--- config.mk ---
export PLATFORM = sky130hd
export DESIGN_NAME = sram_rw_arbiter
export DESIGN_NICKNAME = d
export VERILOG_FILES = /design/src/rtl/axi_sram_pkg.sv /design/src/rtl/sram_rw_arbiter.sv
export SDC_FILE = /design/constraint.sdc
export NUM_CORES = 1
export LEC_CHECK = 0
export BUFFER_PORTS_ARGS = -buffer_cell sky130_fd_sc_hd__buf_2
export CORE_UTILIZATION = 24
export DETAILED_ROUTE_END_ITERATION = 8
export PLACE_DENSITY = 0.78
export REMOVE_ABC_BUFFERS = 1
export SYNTH_ARGS = -nofsm -noshare
export SYNTH_HDL_FRONTEND = slang
export SYNTH_SLANG_ARGS = --single-unit
--- constraint.sdc ---
create_clock -name axi_clk -period 1.9 [get_ports axi_clk]
set_input_delay 0.57 -clock axi_clk [delete_from_list [all_inputs] [get_ports axi_clk]]
set_output_delay 0.57 -clock axi_clk [all_outputs]
set_load 0.03 [all_outputs]
--- src/rtl/axi_sram_pkg.sv ---
package axi_sram_pkg;

  // bus and chip geometry
  localparam int addr_width = 20;
  localparam int data_width = 16;
  localparam int strb_width = data_width / 8;

  // cycles with we_n or oe_n held low
  localparam int sram_access_cycles = 2;

  // axi response codes
  localparam logic [1:0] resp_okay   = 2'b00;
  localparam logic [1:0] resp_slverr = 2'b10;

  // one sram access as handed from a port to the controller
  typedef struct packed {
    logic                  write;
    logic [addr_width-1:0] addr;
    logic [data_width-1:0] wdata;
  } sram_req_t;

endpackage

--- src/rtl/sram_rw_arbiter.sv ---
`timescale 1ns/1ns

module sram_rw_arbiter (
  input  logic                    axi_clk,
  input  logic                    axi_resetn,
  input  logic                    wr_req,
  input  axi_sram_pkg::sram_req_t wr_req_data,
  output logic                    wr_grant,
  output logic                    wr_done,
  input  logic                    rd_req,
  input  axi_sram_pkg::sram_req_t rd_req_data,
  output logic                    rd_grant,
  output logic                    rd_done,
  output logic                    start,
  output axi_sram_pkg::sram_req_t ctrl_req,
  input  logic                    busy,
  input  logic                    done
);

  import axi_sram_pkg::*;

  logic pri_write;
  logic pending;
  logic owner_write;
  logic free;
  logic pick_write;

  // pending covers the start cycle itself, before busy rises
  assign free = !busy && !pending;

  // write wins when it has priority or the read port is quiet
  assign pick_write = wr_req && (pri_write || !rd_req);

  assign wr_grant = free && pick_write;
  assign rd_grant = free && rd_req && !pick_write;
  assign start    = wr_grant || rd_grant;
  assign ctrl_req = pick_write ? wr_req_data : rd_req_data;

  // done goes back only to the owner of the access
  assign wr_done = done && pending && owner_write;
  assign rd_done = done && pending && !owner_write;

  always_ff @(posedge axi_clk) begin
    if (!axi_resetn) begin
      pri_write   <= 1'b0;
      pending     <= 1'b0;
      owner_write <= 1'b0;
    end else begin
      if (start) begin
        // priority moves away from the port just served
        pri_write   <= rd_grant;
        pending     <= 1'b1;
        owner_write <= wr_grant;
      end else if (done) begin
        pending <= 1'b0;
      end
    end
  end

endmodule
==> results.yml <==
critical_path:
  cp_top_family: "buffers and inverters"
  cpMostUsedCell: "buf_6"
  critPathSlowestCell: "mux2_2"
  cp-start-kind: "primary input"
  endpoint_kind: "primary output"
  required_ns: 1.33
  reg2reg_setup_slack_ns: 0.80
  cp_num_buf_inv: 4
  r2r_cells: 4
  path_class: "in2out"
  critPathMaxStageDelay_ns: 0.36
  path_max_fanout: 12
  r2r-end: "pri_write$_SDFFE_PN0P_"
  worstPathCellList: "buf_8, inv_4, o21ai_4, buf_6, mux2_2, buf_6"
  r2r_start: "pending$_SDFFE_PN0P_"
  crit_arrival_ns: 1.59
synth:
  synth.yosys.seq_area_share_pct: 9.543
  ys.flop_type: "dfxtp_1"
  synth_largest_area_cell: "mux2_2"
  synth_common_cells: "mux2_2, buf_6, dfxtp_1, mux2_1, nand2_1"
  synth.avg_cell_area_um2: 10.15
  syn_inst: 62
  synthTopCellsByArea: "mux2_2, dfxtp_1, buf_6"
  yosysMostFrequentCell: "mux2_2"
  ys_ff_latch: 3
  yosys_warnings: 0
  syn_area_um2: 629.4
  synth_cell_types: 15
  async_reset_ff_share_pct: 0
  synth_top_area_share_pct: 60.83
  synth_edf_count: 0
outcome:
  violations: "negative setup slack"
  status: "finished, violations left"
global_route:
  globalRouteOverflowTotal: 0
  antenna_found_initial: 0
  grt_pass1_vias: 928
  grtUsageTotal_pct: 18.71
  grt_max_degree: 13
  grt_first_pass_wirelength_um: 3815
floorplan:
  core_area_mm2: 0.002477
  die_y_um: 53.21
  die-area_mm2: 0.002831
  start_util_pct: 25.40
  row_count: 18
  die_w_um: 53.21
  pin_count: 122
drt:
  route.detailed.drc: 0
  drtIter0Drc: 4
  routed_via_density: 4.498
  wirelength_um: 2979
  num_vias: 994
  drtAntennaViolNets: 0
  wl_per_cell_um: 13.48
  firstDrtPassIters: 4
timing:
  slew_headroom_pct: 84.08
  rsz0062_at_grt: "true"
  hold_viol_final: 0
  final.min_clock_period_ns: 2.161
  period_share_pct: 113.8
  setup_tns_ns: -8.510
  worst_pin_slew_ns: 0.2378
  setup_slack_ns: -0.2615
  setup_viol_count_final: 39
  slew_violations: 0
  skew_ns: 0.001946
  max_freq_mhz: 462.7
clocking:
  root_buffer: "clkbuf_4"
  cts_num_sinks: 3
  cts_made_buffers: 3
  clk_latency_ns: 0.23
  cts_buffer_depth: 2
  ctsHoldBuffers: 0
  clk_pin_slew_ns: 0.04
  cts_tree: "yes"
  cts_max_level: 1
hold_path:
  holdCritStartpoint: "pri_write$_SDFFE_PN0P_"
  hold_class: "reg2reg"
  hold_path_depth: 1
  worstHoldEndpoint: "pri_write$_SDFFE_PN0P_"
final_layout:
  final_area_mm2: 0.001654
  layout.cells.non_filler: 221
  area.growth.synth_to_final_pct: 162.8
  layout-drive-gt1-share_pct: 90.05
  nets: 272
  antenna_cells: 0
flow_run:
  drv_cap: 0
power_and_ir_drop:
  ir_drop_uv: 289.1
  p_leak_uw: 0.0009344
  power_density_mw_per_mm2: 458.8
placed_design:
  place_area_mm2: 0.001290
  place_hpwl_um: 2080
  gp_congestion: 0.7040
  io_buffers: 121
  placed_cells: 214
  post-place-ws_ns: -0.2928
state kept, by name (all words and copies together) (netlist names):
name and cells:
owner_write 1, pending 1, pri_write 1
logic make-up after synthesis:
group	count (synthesis)	synth area share (%)
simple gates	9	6.759
buf+inv	6	8.350
flops	3	9.543
mux	37	66.20
compound gates	7	9.146
per-layer routing:
| metal | vias to the layer above | routed length, um | global-route usage (%) |
|---|---|---|---|
| met5 | - | 0 | 0 |
| met1 | 437 | 1187 | 21.15 |
| met4 | 0 | 0 | 7.018 |
| met2 | 70 | 1533 | 33.75 |
| li1 | 487 | - | - |
| met3 | 0 | 258 | 3.736 |
cell type report:
class	instances	area [um2]
well taps	30	37.54
repair buffers	129	930.9
multi-input cells	53	589.3
clock buffers	4	26.28
fillers	204	823.3
flip-flops and latches	3	60.06
inverters	2	10.01
through the flow:
step	power (uW)	util [%]	hold slack, ns
after floorplan	340.0	-	0.5089
after global placement	504.4	52.07	0.5439
after detailed placement	509.1	52.07	0.5445
after CTS	718.1	62.93	0.5531
after global routing	800.3	66.77	0.5688
final	759.0	66.77	0.5507
worst register-to-register path, stage by stage, from the launching register on:
cell and delay (ns):
dfxtp_1 0.33, nor2_1 0.23, buf_4 0.17, a21oi_1 0.06, a311oi_1 0.22
cells in the final DEF, fill, tap and decap left out:
cell type	instances
and3_1	2
nand2_1	3
o21a_1	2
a311oi_1	1
buf_2	81
inv_4	1
mux2_2	19
inv_1	1
clkbuf_4	3
buf_8	1
dfxtp_1	3
mux2_4	18
clkbuf_1	1
o21bai_1	1
o21ai_4	1
nor3_2	1
nor2b_1	1
buf_4	5
nor2_1	2
buf_6	42
a21oi_1	2
how the worst max path moves through the flow:
| stage | startpoint | depth (start not counted) | to | slack, ns |
|---|---|---|---|---|
| detailed placement | rd_req | 6 | ctrl_req[7] | -0.29 |
| global placement | rd_req | 6 | ctrl_req[7] | -0.29 |
| global route | rd_req | 6 | ctrl_req[20] | -0.30 |
| CTS | rd_req | 7 | ctrl_req[26] | -0.28 |
| finish | rd_req | 6 | ctrl_req[20] | -0.26 |
| floorplan | rd_req | 3 | ctrl_req[29] | -0.48 |
power breakdown:
| group | switching [uW] | total (uW) | internal, uW |
|---|---|---|---|
| clock network | 31.5 | 110 | 78.6 |
| registers | 4.81 | 72.6 | 67.8 |
| logic | 276 | 576 | 300 |
| total | 312 | 759 | 447 |
repair_timing:
| action | CTS | global route |
|---|---|---|
| pin swaps | 0 | 1 |
| endpoints found under the setup margin | 38 | 39 |
| resized for setup | 52 | 64 |
| cloned | 2 | 0 |
| hold endpoints to repair | 0 | 0 |
| buffers inserted | 5 | 0 |
No activity file was read; power rests on OpenSTA's default activity.
