==> config.mk <==
export PLATFORM = sky130hd
export DESIGN_NAME = axi_sram_write_port
export DESIGN_NICKNAME = d
export VERILOG_FILES = /design/src/rtl/axi_sram_pkg.sv /design/src/rtl/axi_sram_write_port.sv
export SDC_FILE = /design/constraint.sdc
export NUM_CORES = 1
export LEC_CHECK = 0
export BUFFER_PORTS_ARGS = -buffer_cell sky130_fd_sc_hd__buf_4
export CAP_MARGIN = 10
export CORE_ASPECT_RATIO = 0.5
export CORE_MARGIN = 3
export CORE_UTILIZATION = 47
export CTS_BUF_LIST = sky130_fd_sc_hd__clkbuf_4 sky130_fd_sc_hd__clkbuf_8
export CTS_CLUSTER_DIAMETER = 120
export DETAILED_ROUTE_END_ITERATION = 8
export GPL_TIMING_DRIVEN = 0
export PLACE_DENSITY = 0.88
export SYNTH_ARGS = -nofsm -noshare
export SYNTH_HDL_FRONTEND = slang
export SYNTH_SLANG_ARGS = --single-unit
==> constraint.sdc <==
create_clock -name axi_clk -period 5.35 [get_ports axi_clk]
set_clock_uncertainty 0.05 [all_clocks]
set_input_delay 0.535 -clock axi_clk [delete_from_list [all_inputs] [get_ports axi_clk]]
set_output_delay 0.535 -clock axi_clk [all_outputs]
set_load 0.005 [all_outputs]
==> src/rtl/axi_sram_pkg.sv <==
package axi_sram_pkg;

  // bus and chip geometry
  localparam int addr_width = 20;
  localparam int data_width = 16;
  localparam int strb_width = data_width / 8;

  // cycles with we_n or oe_n held low
  localparam int sram_access_cycles = 2;

  // axi response codes
  localparam logic [1:0] resp_okay   = 2'b00;
  localparam logic [1:0] resp_slverr = 2'b10;

  // one sram access as handed from a port to the controller
  typedef struct packed {
    logic                  write;
    logic [addr_width-1:0] addr;
    logic [data_width-1:0] wdata;
  } sram_req_t;

endpackage

==> src/rtl/axi_sram_write_port.sv <==
`timescale 1ns/1ns

module axi_sram_write_port (
  input  logic                                axi_clk,
  input  logic                                axi_resetn,
  input  logic [axi_sram_pkg::addr_width-1:0] awaddr,
  input  logic                                awvalid,
  output logic                                awready,
  input  logic [axi_sram_pkg::data_width-1:0] wdata,
  input  logic [axi_sram_pkg::strb_width-1:0] wstrb,
  input  logic                                wvalid,
  output logic                                wready,
  output logic [1:0]                          bresp,
  output logic                                bvalid,
  input  logic                                bready,
  output logic                                req,
  output axi_sram_pkg::sram_req_t             req_data,
  input  logic                                grant,
  input  logic                                done
);

  import axi_sram_pkg::*;

  typedef enum logic [1:0] {
    st_idle,
    st_request,
    st_wait,
    st_respond
  } state_t;

  state_t    state;
  logic      accept;
  sram_req_t req_q;

  // aw and w are taken in the same cycle
  assign awready = accept;
  assign wready  = accept;
  assign req      = (state == st_request);
  assign req_data = req_q;

  always_ff @(posedge axi_clk) begin
    if (!axi_resetn) begin
      state  <= st_idle;
      accept <= 1'b0;
      bvalid <= 1'b0;
    end else begin
      accept <= 1'b0;
      case (state)
        st_idle: begin
          if (accept) begin
            // byte lanes are hard wired on the board, partial writes are refused
            if (&wstrb) begin
              state <= st_request;
            end else begin
              state  <= st_respond;
              bvalid <= 1'b1;
            end
          end else if (awvalid && wvalid) begin
            accept <= 1'b1;
          end
        end
        st_request: begin
          if (grant) begin
            state <= st_wait;
          end
        end
        st_wait: begin
          if (done) begin
            state  <= st_respond;
            bvalid <= 1'b1;
          end
        end
        st_respond: begin
          if (bready) begin
            bvalid <= 1'b0;
            state  <= st_idle;
          end
        end
        default: state <= st_idle;
      endcase
    end
  end

  // payload captured in the accept cycle
  always_ff @(posedge axi_clk) begin
    if (accept) begin
      req_q.write <= 1'b1;
      req_q.addr  <= awaddr;
      req_q.wdata <= wdata;
      bresp       <= (&wstrb) ? resp_okay : resp_slverr;
    end
  end

endmodule

==> impl_metrics.json, run 1 <==
{
  "cts_hold_buf": 0,
  "cts_setup_buffers": 0,
  "synth_nets": 124,
  "fin_nets": 216,
  "grt_overflow": 0,
  "timing.rr.end": "state[1]",
  "syn_area_mm2": 0.00142,
  "rows": 13,
  "clockBufferDepth": 2,
  "fmax_ghz": 0.468,
  "cp-end-kind": "primary output",
  "synth_cells": 74,
  "rsz0062_at_grt": "no",
  "avgViaCountPerCell": 5.07,
  "syn_to_final_growth_pct": 56.6,
  "path_max_fanout": 40,
  "vias": 1034,
  "final_layout_size_suffix_gt1_share_pct": 59.9,
  "ys_seq_area_share_pct": 83.7,
  "dp_hpwl_mm": 2.94,
  "core_area_mm2": 0.00273,
  "clkSinkCount": 41,
  "wl_mm": 4.21,
  "post_synth.cell_area_avg_um2": 19.2,
  "critical_path_class": "reg2out",
  "arrival_ps": 1550,
  "n_antenna_cell": 0,
  "p_total_mw": 0.807,
  "final-setup-viol-count": 0,
  "cp.required_ps": 4760,
  "drv_cap": 0,
  "fill_cells": 134,
  "reg2reg_from": "awready",
  "track_usage_pct": 22.6,
  "drv_slew": 0,
  "ys_ff_latch": 41,
  "grt_first_pass_wirelength_mm": 5.95,
  "hold_end": "req_data[12]",
  "tns_ps": 0,
  "fin_crit_sh_pct": 39.9,
  "yosys.cell_types.count": 17,
  "hold_path_class": "in2reg",
  "cts_root_buf": "clkbuf_8",
  "cts_made_buffers": 5,
  "die_y_um": 44.9,
  "yosysWarnings": 0,
  "chipWidth_um": 83.8,
  "grt_pass1_vias": 1004,
  "remaining_drc_errors": 0,
  "routedWlPerCell_um": 20.6,
  "cts_htree_levels": 2,
  "antenna_found_initial": 0,
  "tightest_slew_ps": 892,
  "cp-start-kind": "register",
  "hold_start": "wdata[12]",
  "power_density_mw_per_mm2": 362,
  "drt_iter0_markers": 74,
  "clkLatencyLatePin_ps": 290,
  "die-area_mm2": 0.00377,
  "gp_congestion": 0.761,
  "peakVddDrop_mv": 0.196,
  "cts_tree": "built",
  "final_hold_viol_count": 0,
  "fin_crit_ps": 2130,
  "total_leakage_power_nw": 0.956,
  "path_clk_slew_ps": 80,
  "grt_max_degree": 41,
  "whs_ps": 365,
  "dr.pass1.iters": 5,
  "start_util_pct": 52.1,
  "finalInstanceArea_mm2": 0.00223,
  "portBuffers": 85,
  "ff2ff_path_depth": 4,
  "hold_depth": 1,
  "r2r_setup_slack_ps": 3540,
  "io_pins": 88,
  "relSlewSlack_pct": 40.5,
  "ant_nets": 0,
  "placed_area_mm2": 0.00211,
  "status": "finished, final reports clean",
  "post_cts_resized": 0
}
worst max-delay path: stages, from the launching register on:
cell and delay (ps):
dfxtp_2 920, buf_4 230, buf_4 100
cell families after synthesis:
kind of cell | after synthesis | synth area share, %
DFF | 41 | 83.7
buffers and inverters | 8 | 2.90
and+or+nand+nor | 9 | 2.99
adders and majority gates | 5 | 4.39
AOI/OAI and AO/OA | 7 | 4.13
other | 2 | 0.527
muxes | 2 | 1.41
Yosys cell counts:
cell / count / area (um2)
a21oi_2: 1 / 8.76
buf_4: 3 / 22.5
conb_1: 2 / 7.51
dfxtp_1: 4 / 80.1
edfxtp_1: 37 / 1110
ha_1: 5 / 62.6
inv_1: 5 / 18.8
mux2i_1: 2 / 20.0
nand2_1: 4 / 15.0
nand2b_2: 1 / 8.76
nand3_1: 3 / 15.0
nor2_1: 1 / 3.75
o211a_1: 1 / 10.0
o211ai_1: 1 / 7.51
o21ai_0: 2 / 10.0
o21bai_1: 1 / 7.51
o221ai_2: 1 / 15.0
worst max-delay path by stage:
stage,start,to,slack [ps]
after detailed placement,awready,wready,3540
after global placement,awready,wready,3040
final,awready,wready,3220
after CTS,awready,wready,3220
after global routing,awready,wready,3120
after floorplan,awready,state[0],3350
layer usage:
| layer | global-route usage (%) | vias up | wire (um) |
|---|---|---|---|
| met5 | 0 | - | 0 |
| met4 | 9.29 | 0 | 108 |
| met3 | 5.65 | 13 | 287 |
| met2 | 44.2 | 58 | 2350 |
| met1 | 24.4 | 513 | 1460 |
| li1 | - | 450 | - |
through the flow:
step	std cells	util, %	setup WS, ps
after detailed placement	196	77.2	3540
after floorplan	74	-	3350
after CTS	204	81.6	3220
final	204	81.6	3220
after global routing	204	81.6	3120
after global placement	196	77.2	3040
power breakdown:
| group | internal [mW] | switching (mW) |
|---|---|---|
| Combinational | 0.0797 | 0.0584 |
| Sequential | 0.383 | 0.0261 |
| Clock | 0.157 | 0.102 |
| Total | 0.620 | 0.187 |
cell usage in the layout (no fill, tap or decap), types with 3 or more instances in the layout:
cell       n
buf_4     88
nand2_1    4
ha_1       5
edfxtp_1  37
clkbuf_8   6
dfxtp_1    3
inv_1      5
nand3_1    3
state kept, by name, indices dropped and copies added (netlist names):
signal    count
req_data     36
awready       1
state         2
bvalid        1
bresp         1
cell type report:
class                      count  area [um2]  area share, %
buffer                         3        22.5           1.01
clock buffer                   7        90.1           4.04
clock inverter                 1        30.0           1.35
inverter                       5        18.8          0.842
multi-input combinational     25         191           8.59
sequential                    41        1190           53.5
tap                           37        46.3           2.08
timing repair buffer          85         638           28.6
(Power assumes the default switching activity.)
==> run 2: changes to the inputs <==
--- a/config.mk
+++ b/config.mk
@@ -5,16 +5,17 @@
 export SDC_FILE = /design/constraint.sdc
 export NUM_CORES = 1
 export LEC_CHECK = 0
+export ABC_AREA = 1
 export BUFFER_PORTS_ARGS = -buffer_cell sky130_fd_sc_hd__buf_4
 export CAP_MARGIN = 10
 export CORE_ASPECT_RATIO = 0.5
 export CORE_MARGIN = 3
-export CORE_UTILIZATION = 47
+export CORE_UTILIZATION = 40
 export CTS_BUF_LIST = sky130_fd_sc_hd__clkbuf_4 sky130_fd_sc_hd__clkbuf_8
 export CTS_CLUSTER_DIAMETER = 120
 export DETAILED_ROUTE_END_ITERATION = 8
 export GPL_TIMING_DRIVEN = 0
-export PLACE_DENSITY = 0.88
+export PLACE_DENSITY = 0.79
 export SYNTH_ARGS = -nofsm -noshare
 export SYNTH_HDL_FRONTEND = slang
 export SYNTH_SLANG_ARGS = --single-unit
==> constraint.sdc (replaced) <==
create_clock -name axi_clk -period 1.72 [get_ports axi_clk]
set_clock_uncertainty 0.05 [all_clocks]
set_input_delay 0.172 -clock axi_clk [delete_from_list [all_inputs] [get_ports axi_clk]]
set_output_delay 0.172 -clock axi_clk [all_outputs]
set_load 0.005 [all_outputs]
==> run 2 against run 1 <==
Against the previous run:
- largest cell class unchanged
- flip-flop and latch count is the same
- setup slack got worse by 3000 ps
- clock power grew to 2.9 times the previous value
- critical path type unchanged
- worst hold slack got worse by 360 ps
- register-to-register slack lost 3200 ps
==> impl_metrics.json, run 2 <==
{
  "start_util_pct": 44.9,
  "syn_to_final_growth_pct": 71.8,
  "antenna_found_initial": 0,
  "drt_iter0_markers": 52,
  "cts_tree": "built",
  "post_synth.cell_area_avg_um2": 16.5,
  "wl_mm": 4.86,
  "dp_hpwl_mm": 2.58,
  "p_total_mw": 2.59,
  "synth_top_area_share_pct": 76.3,
  "fmax_ghz": 0.668,
  "ff2ff_path_depth": 7,
  "tns_ps": 0,
  "yosysWarnings": 0,
  "hold_path_class": "in2reg",
  "tightest_slew_ps": 502,
  "post-synth-top-area-cell": "edfxtp_1",
  "fin_nets": 254,
  "cts_htree_levels": 2,
  "fill_cells": 186,
  "synth_cells": 88,
  "routedWlPerCell_um": 19.3,
  "track_usage_pct": 16.2,
  "power_density_mw_per_mm2": 1040,
  "drv_slew": 0,
  "die-area_mm2": 0.00444,
  "syn_area_mm2": 0.00146,
  "fin_crit_sh_pct": 87.1,
  "grt_overflow": 0,
  "cts_root_buf": "clkbuf_8",
  "cp_slowest_stage_delay_ps": 670,
  "cts_made_buffers": 5,
  "drv_cap": 0,
  "ys_ff_latch": 41,
  "synth_most_common_cell": "edfxtp_1",
  "grt_max_degree": 41,
  "status": "finished, final reports clean",
  "chipWidth_um": 91.3,
  "critical_path_class": "reg2out",
  "n_antenna_cell": 0,
  "remaining_drc_errors": 0,
  "cp-end-kind": "primary output",
  "rsz0062_at_grt": "no",
  "yosys.cell_types.count": 17,
  "hold_depth": 1,
  "core_area_mm2": 0.00324,
  "io_pins": 88,
  "clockBufferDepth": 2,
  "cp.required_ps": 1500,
  "layout.area.seq_mm2": 0.00119,
  "path_max_fanout": 40,
  "cts_setup_buffers": 0,
  "ys_seq_area_share_pct": 81.8,
  "synth-edff-count": 37,
  "arrival_ps": 1280,
  "peakVddDrop_mv": 0.538,
  "ant_nets": 0,
  "avgViaCountPerCell": 4.65,
  "ys.flop_type": "edfxtp_1",
  "largest_reg_flops": 36,
  "fin_crit_ps": 1500,
  "path_clk_slew_ps": 70,
  "grt_first_pass_wirelength_mm": 5.31,
  "critPathSlowestCell": "dfxtp_4",
  "final_hold_viol_count": 0,
  "cp-start-kind": "register",
  "clkSinkCount": 41,
  "gp_congestion": 0.778,
  "vias": 1173,
  "synth_nets": 138,
  "rows": 14,
  "final_common_cell": "buf_4",
  "dr.pass1.iters": 4,
  "crit_chain": "buf_4 > buf_4",
  "netlist_top_cells_count": "edfxtp_1 (37), nand2_1 (11), inv_1 (7), ha_1 (5), nor2_1 (5)",
  "async_flop_share_pct": 0,
  "crit_top_cell": "buf_4",
  "yosys-top-cells-area": "edfxtp_1 (76%), dfxtp_1 (5.5%), ha_1 (4.3%)",
  "grt_pass1_vias": 1059,
  "clkLatencyLatePin_ps": 290,
  "final_layout_size_suffix_gt1_share_pct": 51.5,
  "portBuffers": 85,
  "die_y_um": 48.7,
  "final-setup-viol-count": 0,
  "most-common-layout-cells": "buf_4 (88), edfxtp_1 (37), dlygate4sd3_1 (24)",
  "total_leakage_power_nw": 1.10,
  "relSlewSlack_pct": 66.5,
  "multiInputGateArea_um2": 209
}
## run 2: where the power goes
group          switching [mW]  internal (mW)
Clock                   0.341          0.422
Sequential             0.0832           1.19
Combinational           0.257          0.302
## run 2: path summary, 6_finish.rpt
kind	slack, ps	endpoint	start
max	220	wready	awready
min	2	req_data[15]	wdata[15]
max reg2reg	310	bvalid	awready
min reg2reg	490	bvalid	bvalid
## run 2: logic make-up (layout without fill, tap and decap cells)
family                     Yosys count  after routing  synth area share, %
and+or+nand+nor                     24             24                 7.73
buffers and inverters               12            128                 3.87
DFF                                 41             41                 81.8
adders and majority gates            5              5                 4.30
other                                2              2                0.516
AOI/OAI and AO/OA                    4              4                 1.80
## run 2: layer usage
layer / GRT usage (%) / share of wire [%] / vias to the layer above
met2: 32.9 / 54 / 58
li1: - / - / 525
met5: 0 / 0 / -
met3: 4.18 / 7.9 / 8
met4: 7.50 / 1.7 / 0
met1: 15.2 / 36 / 582
## run 2: worst max-delay path: cells and delay by family, from the launching register on
kind / cells / cell delay, ps
buffers and inverters: 2 / 300
flip-flops: 1 / 670
## run 2: layout make-up
type	instances	area share, %
repair buffers	109	35.1
clock inverters	2	1.40
inverters	9	1.35
flip-flops and latches	41	47.8
plain buffers	3	0.900
clock buffers	5	2.75
multi-input cells	35	8.35
well taps	48	2.40
## run 2: stage by stage
step | setup slack, ps | cell area, um2 | util, % | cells | hold WS, ps
4_1_cts | 215 | 2320 | 71.7 | 234 | 0.310
6_report | 222 | 2500 | 77.2 | 252 | 1.64
3_5_place_dp | 47.8 | 2160 | 66.5 | 221 | 301
3_3_place_gp | 92.2 | 2160 | 66.5 | 221 | 300
5_1_grt | 150 | 2500 | 77.2 | 252 | -20.1
2_1_floorplan | 272 | 1460 | - | 88 | 221
## run 2: timing repair
item / CTS / global route
setup endpoints to repair: 1 / 0
resized for setup: 1 / 0
hold endpoints to repair: 6 / 18
hold buffers: 6 / 18
==> run 3: changes to the inputs <==
--- a/config.mk
+++ b/config.mk
@@ -15,7 +15,7 @@
 export CTS_CLUSTER_DIAMETER = 120
 export DETAILED_ROUTE_END_ITERATION = 8
 export GPL_TIMING_DRIVEN = 0
-export PLACE_DENSITY = 0.79
+export PLACE_DENSITY = 0.74
 export SYNTH_ARGS = -nofsm -noshare
 export SYNTH_HDL_FRONTEND = slang
 export SYNTH_SLANG_ARGS = --single-unit
==> run 3 against run 2 <==
Against the previous run:
- first-iteration DRC count is 42% higher
- final area down 0.30%
- global-route usage rose by 1.4 points
- largest power group unchanged
- critical endpoint unchanged
- total power is 6.0% lower
- critical path type unchanged
- highest routed layer unchanged
- clock power is 20% lower
==> impl_metrics.json, run 3 (synthesis results as in run 2) <==
{
  "tightest_slew_ps": 505,
  "ant_nets": 0,
  "clockBufferDepth": 2,
  "cts_htree_levels": 2,
  "portBuffers": 85,
  "cts_tree": "built",
  "rsz0062_at_grt": "no",
  "grt_first_pass_wirelength_mm": 5.93,
  "largest_reg_flops": 36,
  "status": "finished, final reports clean",
  "grt_pass1_vias": 1098,
  "critPathSlowestCell": "dfxtp_4",
  "die_y_um": 48.7,
  "wl_mm": 4.49,
  "fin_crit_sh_pct": 86.9,
  "cp-start-kind": "register",
  "start_util_pct": 44.9,
  "place_ws_ps": 54.5,
  "grt_overflow": 0,
  "routedWlPerCell_um": 17.7,
  "cts_root_buf": "clkbuf_8",
  "remaining_drc_errors": 0,
  "final_common_cell": "buf_4",
  "syn_to_final_growth_pct": 71.3,
  "critical_path_class": "reg2out",
  "core_area_mm2": 0.00324,
  "cp_slowest_stage_delay_ps": 680,
  "antenna_found_initial": 0,
  "clkSinkCount": 41,
  "cp.required_ps": 1500,
  "crit_chain": "buf_4 > buf_4",
  "chipWidth_um": 91.3,
  "hold_path_class": "in2reg",
  "p_total_mw": 2.44,
  "rows": 14,
  "final_hold_viol_count": 0,
  "drv_slew": 0,
  "avgViaCountPerCell": 4.37,
  "dr.pass1.iters": 4,
  "dp_hpwl_mm": 2.38,
  "gp_congestion": 0.739,
  "clkLatencyLatePin_ps": 290,
  "drv_cap": 0,
  "place_inst": 221,
  "crit_top_cell": "buf_4",
  "fin_crit_ps": 1500,
  "die-area_mm2": 0.00444,
  "path_max_fanout": 40,
  "cts_made_buffers": 5,
  "grt_max_degree": 41,
  "peakVddDrop_mv": 0.545,
  "n_antenna_cell": 0,
  "tns_ps": 0,
  "final-setup-viol-count": 0,
  "fmax_ghz": 0.669,
  "drt_iter0_markers": 74,
  "cp-end-kind": "primary output",
  "fin_ws_ps": 225,
  "most-common-layout-cells": "buf_4 (88), edfxtp_1 (37), dlygate4sd3_1 (25)",
  "final_cells": 254,
  "io_pins": 88,
  "power_density_mw_per_mm2": 976,
  "relSlewSlack_pct": 66.3,
  "arrival_ps": 1270,
  "final_layout_size_suffix_gt1_share_pct": 51.0,
  "fin_nets": 255,
  "track_usage_pct": 17.7,
  "path_clk_slew_ps": 80,
  "total_leakage_power_nw": 1.09,
  "vias": 1110
}
==> run 3: cell types whose count changed in the layout (fill, tap and decap cells not counted) <==
cell	delta
bufinv_16	-1
clkinv_4	+1
dlygate4sd3_1	+1
clkinv_1	+1
==> run 3: area by class of cell <==
class | count | area (um2)
Buffer | 3 | 22.5
Clock buffer | 5 | 68.8
Clock inverter | 3 | 17.5
Fill cell | 186 | 746
Inverter | 9 | 33.8
Multi-Input combinational cell | 35 | 209
Sequential cell | 41 | 1190
Tap cell | 48 | 60.1
Timing Repair Buffer | 110 | 888
==> run 3: per-stage QoR <==
step	cell area (um2)	util, %	hold WS (ps)
2_1_floorplan	1460	-	221
3_3_place_gp	2160	66.5	300
3_5_place_dp	2160	66.5	301
4_1_cts	2410	74.5	0.484
5_1_grt	2490	77.0	-6.85
6_report	2490	77.0	8.37
==> run 3: metal layers <==
metal	global-route usage, %	part of all wire, %	vias to the layer above
met2	32.9	53	48
met3	3.56	4.5	4
met4	6.00	0.80	0
met5	0	0	-
li1	-	-	528
met1	20.4	41	530
==> run 3: worst paths after layout <==
check                 from     endpoint  slack [ps]  cells past startpoint
setup / recovery   awready       wready         220                      2
hold / removal    wdata[3]  req_data[3]           8                      1
setup reg to reg   awready     state[1]         310                      7
hold reg to reg     bvalid       bvalid         450                      2
==> run 3: power breakdown <==
part	total (mW)	internal, mW	leakage (nW)	switching (mW)
clock	0.612	0.281	0.0455	0.332
sequential	1.27	1.19	0.370	0.0804
combinational	0.558	0.304	0.679	0.254
total	2.44	1.77	1.09	0.666
==> run 3: repair_timing <==
action / 4_1_cts / 5_1_grt
buffers inserted: 0 / 0
gates resized for setup: 1 / 0
setup endpoints to repair: 1 / 0
hold endpoints to repair: 17 / 8
hold buffers: 17 / 8
==> run 3: critical path: cells and delay by family, from the launching register on <==
kind,cells,cell delay (ps)
DFF,1,680
buffers and inverters,2,300
