`config.mk`:
```
export PLATFORM = sky130hd
export DESIGN_NAME = axi_sram_read_port
export DESIGN_NICKNAME = d
export VERILOG_FILES = /design/src/rtl/axi_sram_pkg.sv /design/src/rtl/axi_sram_read_port.sv
export SDC_FILE = /design/constraint.sdc
export NUM_CORES = 1
export LEC_CHECK = 0
export BUFFER_PORTS_ARGS = -buffer_cell sky130_fd_sc_hd__clkbuf_2
export CAP_MARGIN = 10
export CORE_AREA = 2 2 62 64
export CTS_BUF_LIST = sky130_fd_sc_hd__clkbuf_4
export DETAILED_ROUTE_END_ITERATION = 10
export DIE_AREA = 0 0 64 66
export PLACE_DENSITY_LB_ADDON = 0.12
export RECOVER_POWER = 100
export SLEW_MARGIN = 10
export SYNTH_ARGS = -nofsm -noshare
export SYNTH_HDL_FRONTEND = slang
export SYNTH_SLANG_ARGS = --single-unit
```
`constraint.sdc`:
```
create_clock -name axi_clk -period 3.5 [get_ports axi_clk]
set_input_delay 0.35 -clock axi_clk [delete_from_list [all_inputs] [get_ports axi_clk]]
set_output_delay 0.35 -clock axi_clk [all_outputs]
set_load 0.02 [all_outputs]
```
`src/rtl/axi_sram_pkg.sv`:
```
package axi_sram_pkg;

  // bus and chip geometry
  localparam int addr_width = 20;
  localparam int data_width = 16;
  localparam int strb_width = data_width / 8;

  // cycles with we_n or oe_n held low
  localparam int sram_access_cycles = 2;

  // axi response codes
  localparam logic [1:0] resp_okay   = 2'b00;
  localparam logic [1:0] resp_slverr = 2'b10;

  // one sram access as handed from a port to the controller
  typedef struct packed {
    logic                  write;
    logic [addr_width-1:0] addr;
    logic [data_width-1:0] wdata;
  } sram_req_t;

endpackage

```
`src/rtl/axi_sram_read_port.sv`:
```
`timescale 1ns/1ns

module axi_sram_read_port (
  input  logic                                axi_clk,
  input  logic                                axi_resetn,
  input  logic [axi_sram_pkg::addr_width-1:0] araddr,
  input  logic                                arvalid,
  output logic                                arready,
  output logic [axi_sram_pkg::data_width-1:0] rdata,
  output logic [1:0]                          rresp,
  output logic                                rvalid,
  input  logic                                rready,
  output logic                                req,
  output axi_sram_pkg::sram_req_t             req_data,
  input  logic                                grant,
  input  logic                                done,
  input  logic [axi_sram_pkg::data_width-1:0] rdata_in
);

  import axi_sram_pkg::*;

  typedef enum logic [1:0] {
    st_idle,
    st_request,
    st_wait,
    st_respond
  } state_t;

  state_t    state;
  sram_req_t req_q;

  // reads never fail
  assign rresp    = resp_okay;
  assign req      = (state == st_request);
  assign req_data = req_q;

  always_ff @(posedge axi_clk) begin
    if (!axi_resetn) begin
      state   <= st_idle;
      arready <= 1'b0;
      rvalid  <= 1'b0;
    end else begin
      arready <= 1'b0;
      case (state)
        st_idle: begin
          if (arready) begin
            state <= st_request;
          end else if (arvalid) begin
            arready <= 1'b1;
          end
        end
        st_request: begin
          if (grant) begin
            state <= st_wait;
          end
        end
        st_wait: begin
          if (done) begin
            state  <= st_respond;
            rvalid <= 1'b1;
          end
        end
        st_respond: begin
          if (rready) begin
            rvalid <= 1'b0;
            state  <= st_idle;
          end
        end
        default: state <= st_idle;
      endcase
    end
  end

  always_ff @(posedge axi_clk) begin
    if (arready) begin
      req_q.write <= 1'b0;
      req_q.addr  <= araddr;
      req_q.wdata <= '0;
    end
    // held until the next access finishes
    if (state == st_wait && done) begin
      rdata <= rdata_in;
    end
  end

endmodule

```
==> results of run 1 <==
[state kept, by name (all words and copies together), names as in the netlist]
name and cells:
req_data 20, rdata 16, state 2, arready 1
rvalid 1
[power by group through the flow]
stage / clock network [uW] / registers, uW / logic, uW
final: 289 / 634 / 249
after global routing: 323 / 643 / 271
after CTS: 304 / 636 / 287
after detailed placement: 0 / 647 / 286
after global placement: 0 / 643 / 277
after floorplan: 0 / 703 / 148
[layout make-up]
class	count	area, um^2	share of cell area
Sequential cell	40	1160	0.608
Clock buffer	5	37.5	0.0196
Tap cell	48	60.1	0.0314
Multi-Input combinational cell	41	246	0.129
Clock inverter	3	42.5	0.0223
Inverter	3	11.3	0.00589
Timing Repair Buffer	80	352	0.184
[layout by cell type (no fill, tap or decap)]
cell	netlist	layout
dfxtp_1	4	4
o21ai_0	1	1
bufinv_16	0	1
clkinv_2	0	1
or2_2	1	1
clkinvlp_4	0	1
nor2b_1	3	3
inv_1	3	3
mux2i_1	2	2
ha_1	5	5
nor2b_4	1	1
nand2_1	5	5
clkbuf_1	0	39
a32oi_1	1	1
clkbuf_4	0	5
conb_1	1	19
and2_0	0	1
and3_1	1	1
a2111oi_0	0	1
edfxtp_1	36	36
clkbuf_2	0	41
[worst max-delay path by stage]
stage | startpoint | end | slack, ns | cells past startpoint
2_1_floorplan | arready | state[0] | 1.84 | 3
3_3_place_gp | arready | state[0] | 1.82 | 3
3_5_place_dp | arready | state[0] | 1.66 | 3
4_1_cts | arready | arready | 1.56 | 1
5_1_grt | arready | state[1] | 1.0 | 3
6_report | arready | state[0] | 1.27 | 3
[synth_stat cells (all sizes together)]
| master | number |
|---|---|
| a2111oi | 1 |
| a32oi | 1 |
| and2 | 1 |
| and3 | 1 |
| buf | 19 |
| conb | 1 |
| dfxtp | 4 |
| edfxtp | 36 |
| ha | 5 |
| inv | 3 |
| mux2i | 2 |
| nand2 | 5 |
| nor2b | 4 |
| o21ai | 1 |
| or2 | 1 |
[worst register-to-register path: cells and delay by family, from the launching register on]
family,cells,cell delay [ns]
DFF,1,0.90
muxes,1,0.26
AOI/OAI and AO/OA,1,0.86
and+or+nand+nor,1,0.15
[routing by layer]
metal,GRT usage,vias to the layer above,wire (um)
li1,-,435,-
met1,0.122,409,1020
met2,0.194,55,1310
met3,0.0477,2,251
met4,0.0815,0,34
met5,0,-,0
[through the flow]
stage	hold WS, ns	power, uW
6_report	0.187	1170
4_1_cts	0.158	1230
5_1_grt	0.144	1240
3_5_place_dp	0.509	933
2_1_floorplan	0.449	851
3_3_place_gp	0.486	920
[cells by family after synthesis]
group	synth area share
multiplexers	0.0132
flip-flops	0.767
adder cells (fa/ha/maj)	0.0413
AND/OR/NAND/NOR	0.0471
buffers and inverters	0.102
other	0.00248
AO/OA/AOI/OAI	0.0273
==> qor.csv, run 1 <==
stage,metric,value,unit
status,outcome,finished clean,
floorplanning,die_w,64,um
critical_path,required,3.76,ns
critical_path,crit_type,reg2reg,
drt,post-route-drc-count,0,
drt,ant_nets,0,
timing,clock_skew,0.00635,ns
finish,stdcell_area,1910,um^2
power_and_ir_drop,cellLeakagePower,0.000762,uW
critical_path,end_kind,register,
worst_hold_path,holdPathEnd,rdata[6],
critical_path,worstPathMaxFanout,22,
finish,nets,218,
power_and_ir_drop,clkPwrFrac,0.247,
critical_path,crit_family,flip-flops,
floorplanning,die-area,4220,um^2
yosys,syn_area,1510,um^2
floorplanning,die_h,66,um
yosys,syn_inst,85,
timing,fin_setup_tns,0,ns
yosys,yosys.area.top_type,edfxtp_1,
power_and_ir_drop,ir_drop,0.332,mV
global_routing,groute.usage.overall,0.117,
timing,worst_slack,1.27,ns
global_routing,grt_max_degree,23,
critical_path,rrSetupSlack,1.27,ns
floorplanning,rows,22,
placement,place.gp.congestion,0.671,
placement,dp_hpwl,2.03,mm
power_and_ir_drop,p_per_area,613,nW/um^2
yosys,syn-mean-instance-area,17.8,um^2
global_routing,gr-total-overflow,0,
power_and_ir_drop,internal_power,825,uW
power_and_ir_drop,switching_share,0.296,
drt,wirelength,2.62,mm
floorplanning,core_area,3550,um^2
timing,drv_slew,0,
finish,fillCellCount,321,
timing,worst_pin_slew,0.961,ns
finish,antenna_cells,0,
critical_path,max_stage_delay,0.90,ns
timing,rsz0062_at_grt,no,
clock_network,cts-buffers-inserted,5,
finish,syn_to_final_growth,26.2,%
placement,dpl-instance-area,1900,um^2
placement,pre_cts_ws,1.66,ns
yosys,synth_top_area_share,0.714,
worst_hold_path,hold_start,rdata_in[6],
timing,finalCritPeriodShare,0.637,
yosys,ys_seq_area_frac,0.767,
critical_path,crit_path_start_kind,register,
clock_network,post_cts_buffers,0,
drt,avgViaCountPerCell,4.10,
clock_network,ctsLongestPathBuffers,2,
clock_network,clk_pin_slew_worst_paths,0.11,ns
placement,numPortBuffers,80,
floorplanning,initial_utilization,0.426,
critical_path,path_buf_inv,0,
timing,max_slew_margin,0.342,
yosys,post_synth_num_cell_types,16,
global_routing,grt_pass1_wl,3.48,mm
worst_hold_path,hold-path-cell-count,1,
power_and_ir_drop,power.switching,346,uW
global_routing,grt_pass1_vias,792,
clock_network,clock_sinks,40,
placement,place_inst,212,
clock_network,hold_buffers,0,
worst_hold_path,hold_path.class,in2reg,
critical_path,r2r_end,state[0],
clock_network,htree_levels,2,
clock_network,cts_tree,done,
clock_network,cts_root_buffer,clkbuf_4,
critical_path,worst_r2r_startpoint,arready,
finish,fin_util,0.538,
drt,drt-initial-drc-count,38,
critical_path,cp_slowest_cell,dfxtp_1,
yosys,ys_seq_elements,40,
drt,vias,901,
critical_path,reg2regPathDepth,3,
timing,max_freq,449,MHz
floorplanning,ios,100,
job,drv_cap,0,
critical_path,cp_cell_sequence,"nor2b_1, a2111oi_0, mux2i_1",
clock_network,postCtsResizedCells,0,
timing,min_period,2.23,ns
clock_network,clock_latency,0.33,ns
yosys,synthTopCellsByArea,"edfxtp_1 71%, buf_4 9.4%, dfxtp_1 5.3%",
timing,final_hold_viol_count,0,
power_and_ir_drop,combPwrFrac,0.212,
critical_path,arrival,2.49,ns
drt,wire_per_inst,11.9,um
finish,final_cells,220,
yosys,yosysWarnings,0,
global_routing,antenna_found_initial,0,
drt,dr.pass1.iters,4,
finish,drive_gt1_frac,0.297,
power_and_ir_drop,pwr-share-seq,0.541,
timing,finalSetupViolCount,0,
No activity file was read; power rests on OpenSTA's default activity.
==> run 2, diff against run 1 <==
--- a/config.mk
+++ b/config.mk
@@ -7,10 +7,10 @@
 export LEC_CHECK = 0
 export BUFFER_PORTS_ARGS = -buffer_cell sky130_fd_sc_hd__clkbuf_2
 export CAP_MARGIN = 10
-export CORE_AREA = 2 2 62 64
+export CORE_AREA = 2 2 66 68
 export CTS_BUF_LIST = sky130_fd_sc_hd__clkbuf_4
 export DETAILED_ROUTE_END_ITERATION = 10
-export DIE_AREA = 0 0 64 66
+export DIE_AREA = 0 0 68 70
 export PLACE_DENSITY_LB_ADDON = 0.12
 export RECOVER_POWER = 100
 export SLEW_MARGIN = 10
==> constraint.sdc (replaced) <==
create_clock -name axi_clk -period 1.8 [get_ports axi_clk]
set_input_delay 0.18 -clock axi_clk [delete_from_list [all_inputs] [get_ports axi_clk]]
set_output_delay 0.18 -clock axi_clk [all_outputs]
set_load 0.02 [all_outputs]
==> run 2 against run 1 <==
Against the previous run:
- die area rose by 13%
- non-clock buffer count rose by 27
- count of clock-buffer cells in the layout rose by 2
- first-iteration DRC count rose by 61%
- combinational power rose by 140%
- register-to-register slack got worse by 1.0 ns
- final cell count rose by 14%
- sequential power rose by 89%
- hold slack got worse by 0.16 ns
==> qor.csv, run 2 (synthesis gave the netlist of run 1 again) <==
stage,metric,value,unit
timing,finalSetupViolCount,0,
clock_network,hold_buffers,19,
critical_path,worstPathMaxFanout,21,
drt,dr.pass1.iters,4,
finish,layout_common_cells,"42 x clkbuf_2, 39 x clkbuf_1, 36 x edfxtp_1, 26 x dlygate4sd3_1, 19 x conb_1",
placement,dp_hpwl,2.14,mm
drt,wirelength,2.94,mm
global_routing,grt_pass1_vias,897,
floorplanning,rows,24,
critical_path,crit_type,reg2out,
placement,numPortBuffers,80,
timing,hold-worst-slack,0.0256,ns
clock_network,ctsLongestPathBuffers,2,
timing,min_period,1.57,ns
critical_path,arrival,1.39,ns
floorplanning,initial_utilization,0.365,
timing,drv_slew,0,
timing,finalCritPeriodShare,0.875,
global_routing,gr-total-overflow,0,
power_and_ir_drop,ir_drop,0.509,mV
global_routing,use_met2,0.194,
worst_hold_path,hold_path.class,in2reg,
global_routing,grt_pass1_wl,3.95,mm
floorplanning,ios,100,
drt,wire_per_inst,11.7,um
clock_network,clock_latency,0.34,ns
clock_network,clock_sinks,40,
drt,drt-initial-drc-count,61,
timing,max_freq,635,MHz
floorplanning,core_area,4140,um^2
critical_path,crit_path_start_kind,register,
placement,place_inst,217,
finish,antenna_cells,0,
critical_path,end_kind,primary output,
finish,largest_register_ffs,20,
finish,layout_commonest_cell,clkbuf_2,
drt,post-route-drc-count,0,
timing,worst_pin_slew,0.508,ns
finish,syn_to_final_growth,43.3,%
power_and_ir_drop,cellLeakagePower,0.000873,uW
finish,final_cells,251,
global_routing,antenna_found_initial,0,
global_routing,gr-usage-met1,0.124,
clock_network,htree_levels,2,
drt,avgViaCountPerCell,4.01,
finish,nets,245,
power_and_ir_drop,total_power,2240,uW
placement,pre_cts_ws,0.275,ns
clock_network,postCtsResizedCells,0,
power_and_ir_drop,p_per_area,1030,nW/um^2
clock_network,cts_root_buffer,clkbuf_4,
floorplanning,die_w,68,um
global_routing,grt_max_degree,22,
finish,drive_gt1_frac,0.261,
timing,clock_skew,0.0150,ns
job,drv_cap,0,
timing,fin_setup_tns,0,ns
floorplanning,die-area,4760,um^2
global_routing,grt_use_met3,0.0354,
status,outcome,finished clean,
timing,rsz0062_at_grt,no,
clock_network,cts-buffers-inserted,5,
timing,max_slew_margin,0.661,
timing,worst_slack,0.225,ns
critical_path,required,1.62,ns
global_routing,busiest_layer,met2,
drt,vias,1007,
drt,ant_nets,0,
placement,place.gp.congestion,0.743,
clock_network,post_cts_buffers,0,
timing,final_hold_viol_count,0,
floorplanning,die_h,70,um
global_routing,groute.usage.overall,0.116,
clock_network,clk_pin_slew_worst_paths,0.11,ns
clock_network,cts_tree,done,
==> run 2: cell count changes in the layout (fill, tap and decap cells not counted) <==
| cell | change |
|---|---|
| a2111oi_0 | -1 |
| a2111oi_4 | +1 |
| and2_0 | -1 |
| and2_2 | +1 |
| bufinv_16 | -1 |
| clkbuf_2 | +1 |
| clkbuf_4 | +2 |
| clkinv_1 | +1 |
| clkinv_2 | -1 |
| clkinvlp_4 | -1 |
| dlygate4sd3_1 | +26 |
| nor2b_1 | +1 |
| nor2b_4 | -1 |
==> run 2: worst paths after layout <==
kind | cells after the start | slack, ns | to | startpoint
worst max-delay path | 2 | 0.23 | arready | arready
worst min-delay path | 1 | 0.03 | rdata[8] | rdata_in[8]
worst max register to register | 5 | 0.25 | state[0] | state[0]
worst min register to register | 2 | 0.51 | state[0] | state[0]
==> run 2: report_power, final <==
group / total, uW / switching [uW] / internal [uW]
clock: 440 / 260 / 180
combinational: 596 / 378 / 218
sequential: 1200 / 47.2 / 1160
==> run 2: metrics by stage <==
step	area (um^2)	util
2_1_floorplan	1580	-
3_3_place_gp	1910	0.461
3_5_place_dp	1910	0.461
5_1_grt	2170	0.524
6_report	2170	0.524
4_1_cts	2160	0.521
==> run 2: cell type report <==
class	instances	area, um^2
Inverter	3	11.3
Multi-Input combinational cell	41	259
Sequential cell	40	1160
Timing Repair Buffer	107	617
Clock buffer	7	52.6
Clock inverter	1	3.75
Fill cell	413	1970
Tap cell	52	65.1
==> run 2: worst max-delay path: stages, from the launching register on <==
cell and delay (ns):
dfxtp_1 0.35, clkbuf_2 0.43, clkbuf_2 0.26
==> run 2: routing by layer <==
metal,routed length [um],vias to the layer above
li1,-,487
met1,1140,458
met2,1460,58
met3,309,4
met4,34,0
met5,0,-
==> run 3, diff against run 2 <==
--- a/config.mk
+++ b/config.mk
@@ -5,6 +5,7 @@
 export SDC_FILE = /design/constraint.sdc
 export NUM_CORES = 1
 export LEC_CHECK = 0
+export ABC_AREA = 1
 export BUFFER_PORTS_ARGS = -buffer_cell sky130_fd_sc_hd__clkbuf_2
 export CAP_MARGIN = 10
 export CORE_AREA = 2 2 66 68
==> run 3 against run 2 <==
Against the previous run:
- first-iteration DRC count is 33% lower
- synthesized area shrank 0.66%
- die area is the same
- largest power group unchanged
- register-to-register slack improved by 0.12 ns
- largest cell class unchanged
- critical path type is now reg2reg
==> qor.csv, run 3 <==
stage,metric,value,unit
global_routing,grt_pass1_wl,3.76,mm
clock_network,ctsLongestPathBuffers,2,
finish,drive_gt1_frac,0.243,
clock_network,cts_root_buffer,clkbuf_4,
finish,antenna_cells,0,
finish,layout_common_cells,"41 x clkbuf_2, 40 x clkbuf_1, 36 x edfxtp_1, 21 x dlygate4sd3_1, 19 x conb_1",
worst_hold_path,hold-path-cell-count,1,
placement,pre_cts_ws,0.494,ns
critical_path,arrival,1.43,ns
job,drv_cap,0,
floorplanning,die-area,4760,um^2
timing,clock_skew,0.00476,ns
clock_network,htree_levels,2,
critical_path,crit_type,reg2reg,
global_routing,antenna_found_initial,0,
global_routing,grt_pass1_vias,834,
critical_path,r2r_end,rdata[3],
yosys,syn_area,1500,um^2
placement,dpl-instance-area,1910,um^2
critical_path,path_buf_inv,3,
timing,hold-worst-slack,0.0207,ns
timing,min_period,1.43,ns
timing,rsz0062_at_grt,no,
critical_path,end_kind,register,
power_and_ir_drop,cellLeakagePower,0.000900,uW
yosys,syn-mean-instance-area,15.7,um^2
yosys,synth_edf_count,36,
critical_path,cp_cell_sequence,"inv_1, ha_1, nand2_1, inv_1, clkbuf_2",
yosys,synthFlopType,edfxtp_1,
placement,dp_hpwl,2.12,mm
yosys,syn_inst,96,
finish,syn_to_final_growth,41.8,%
clock_network,clk_pin_slew_worst_paths,0.11,ns
status,outcome,finished clean,
drt,drt-initial-drc-count,41,
critical_path,crit_family,buffers and inverters,
finish,stdcell_area,2130,um^2
critical_path,max_stage_delay,0.35,ns
floorplanning,die_h,70,um
timing,drv_slew,0,
global_routing,gr-total-overflow,0,
worst_hold_path,holdPathEnd,req_data[25],
yosys,post_synth_num_cell_types,12,
critical_path,rrSetupSlack,0.37,ns
timing,worst_slack,0.367,ns
floorplanning,die_w,68,um
timing,finalSetupViolCount,0,
floorplanning,rows,24,
placement,numPortBuffers,80,
timing,final_hold_viol_count,0,
critical_path,cp_slowest_cell,dfxtp_1,
finish,largest_register_ffs,20,
critical_path,reg2regPathDepth,5,
clock_network,clock_latency,0.33,ns
floorplanning,ios,100,
critical_path,cpMostUsedCell,inv_1,
yosys,ys_seq_area_frac,0.772,
yosys,yosysWarnings,0,
drt,post-route-drc-count,0,
drt,wire_per_inst,11.3,um
worst_hold_path,hold_start,araddr[9],
finish,layout_commonest_cell,clkbuf_2,
critical_path,worst_r2r_startpoint,state[0],
yosys,yosysMostFrequentCell,edfxtp_1,
worst_hold_path,hold_path.class,in2reg,
clock_network,cts-buffers-inserted,5,
power_and_ir_drop,ir_drop,0.660,mV
yosys,yosys.area.top_type,edfxtp_1,
timing,finalCritPeriodShare,0.796,
critical_path,crit_path_start_kind,register,
clock_network,clock_sinks,40,
global_routing,grt_max_degree,22,
drt,avgViaCountPerCell,3.86,
finish,nets,252,
floorplanning,core_area,4140,um^2
yosys,synth_commonest_cells,"36 x edfxtp_1, 19 x buf_4, 10 x nand2_1",
yosys,ys_seq_elements,40,
drt,ant_nets,0,
floorplanning,initial_utilization,0.363,
clock_network,cts_tree,done,
clock_network,postCtsResizedCells,0,
timing,fin_setup_tns,0,ns
yosys,ys_async_sr_fraction,0,
clock_network,post_cts_buffers,0,
drt,wirelength,2.91,mm
power_and_ir_drop,p_per_area,1110,nW/um^2
global_routing,groute.usage.overall,0.111,
finish,fillCellCount,399,
critical_path,worstPathMaxFanout,17,
power_and_ir_drop,total_power,2370,uW
drt,vias,997,
drt,dr.pass1.iters,3,
placement,place.gp.congestion,0.720,
yosys,synthTopCellsByArea,"edfxtp_1 72%, buf_4 9.5%, dfxtp_1 5.3%",
timing,max_freq,698,MHz
yosys,synth_top_area_share,0.719,
critical_path,required,1.80,ns
## run 3: worst max-delay path by stage
| stage | startpoint | slack (ns) | cells past startpoint | to |
|---|---|---|---|---|
| 2_1_floorplan | arready | 0.34 | 7 | state[0] |
| 3_3_place_gp | state[0] | 0.54 | 5 | rdata[14] |
| 3_5_place_dp | state[0] | 0.49 | 5 | rdata[13] |
| 4_1_cts | state[1] | 0.41 | 3 | req |
| 5_1_grt | state[0] | 0.26 | 5 | rdata[3] |
| 6_report | state[0] | 0.37 | 5 | rdata[3] |
## run 3: final cells by class
class	count	area (um^2)	area share
clock buffer	5	37.5	0.0176
inverter	8	30.0	0.0141
tap	52	65.1	0.0305
timing repair buffer	103	573	0.269
sequential	40	1160	0.545
clock inverter	3	37.5	0.0176
multi-input combinational	47	228	0.107
## run 3: report_power, final
| group | switching [uW] | internal (uW) | total (uW) | leakage [uW] |
|---|---|---|---|---|
| logic | 416 | 193 | 609 | 0.000498 |
| clock network | 265 | 284 | 549 | 0.0000403 |
| registers | 45.6 | 1160 | 1210 | 0.000363 |
| total | 727 | 1640 | 2370 | 0.000900 |
## run 3: repair_timing
| action | in CTS | in global routing |
|---|---|---|
| hold endpoints to repair | 4 | 17 |
| hold buffers | 4 | 17 |
| setup endpoints to repair | 0 | 0 |
## run 3: stage by stage
| stage | utilization | std cells |
|---|---|---|
| 2_1_floorplan | - | 114 |
| 4_1_cts | 0.489 | 241 |
| 5_1_grt | 0.514 | 258 |
| 6_report | 0.514 | 258 |
| 3_5_place_dp | 0.461 | 229 |
| 3_3_place_gp | 0.461 | 229 |
## run 3: cell families (layout without fill, tap and decap cells)
logic type | count (synthesis) | count (layout) | synth area share
other cells | 1 | 19 | 0.00249
buf+inv | 27 | 119 | 0.115
fa+ha+maj | 5 | 5 | 0.0416
flops | 40 | 40 | 0.772
simple gates | 22 | 22 | 0.0657
compound gates | 1 | 1 | 0.00332
## run 3: metal layers
layer / routed length (um) / vias up / track usage
li1: - / 500 / -
met1: 982 / 450 / 0.110
met2: 1650 / 42 / 0.193
met3: 227 / 5 / 0.0531
met4: 46 / 0 / 0.0467
met5: 0 / - / 0
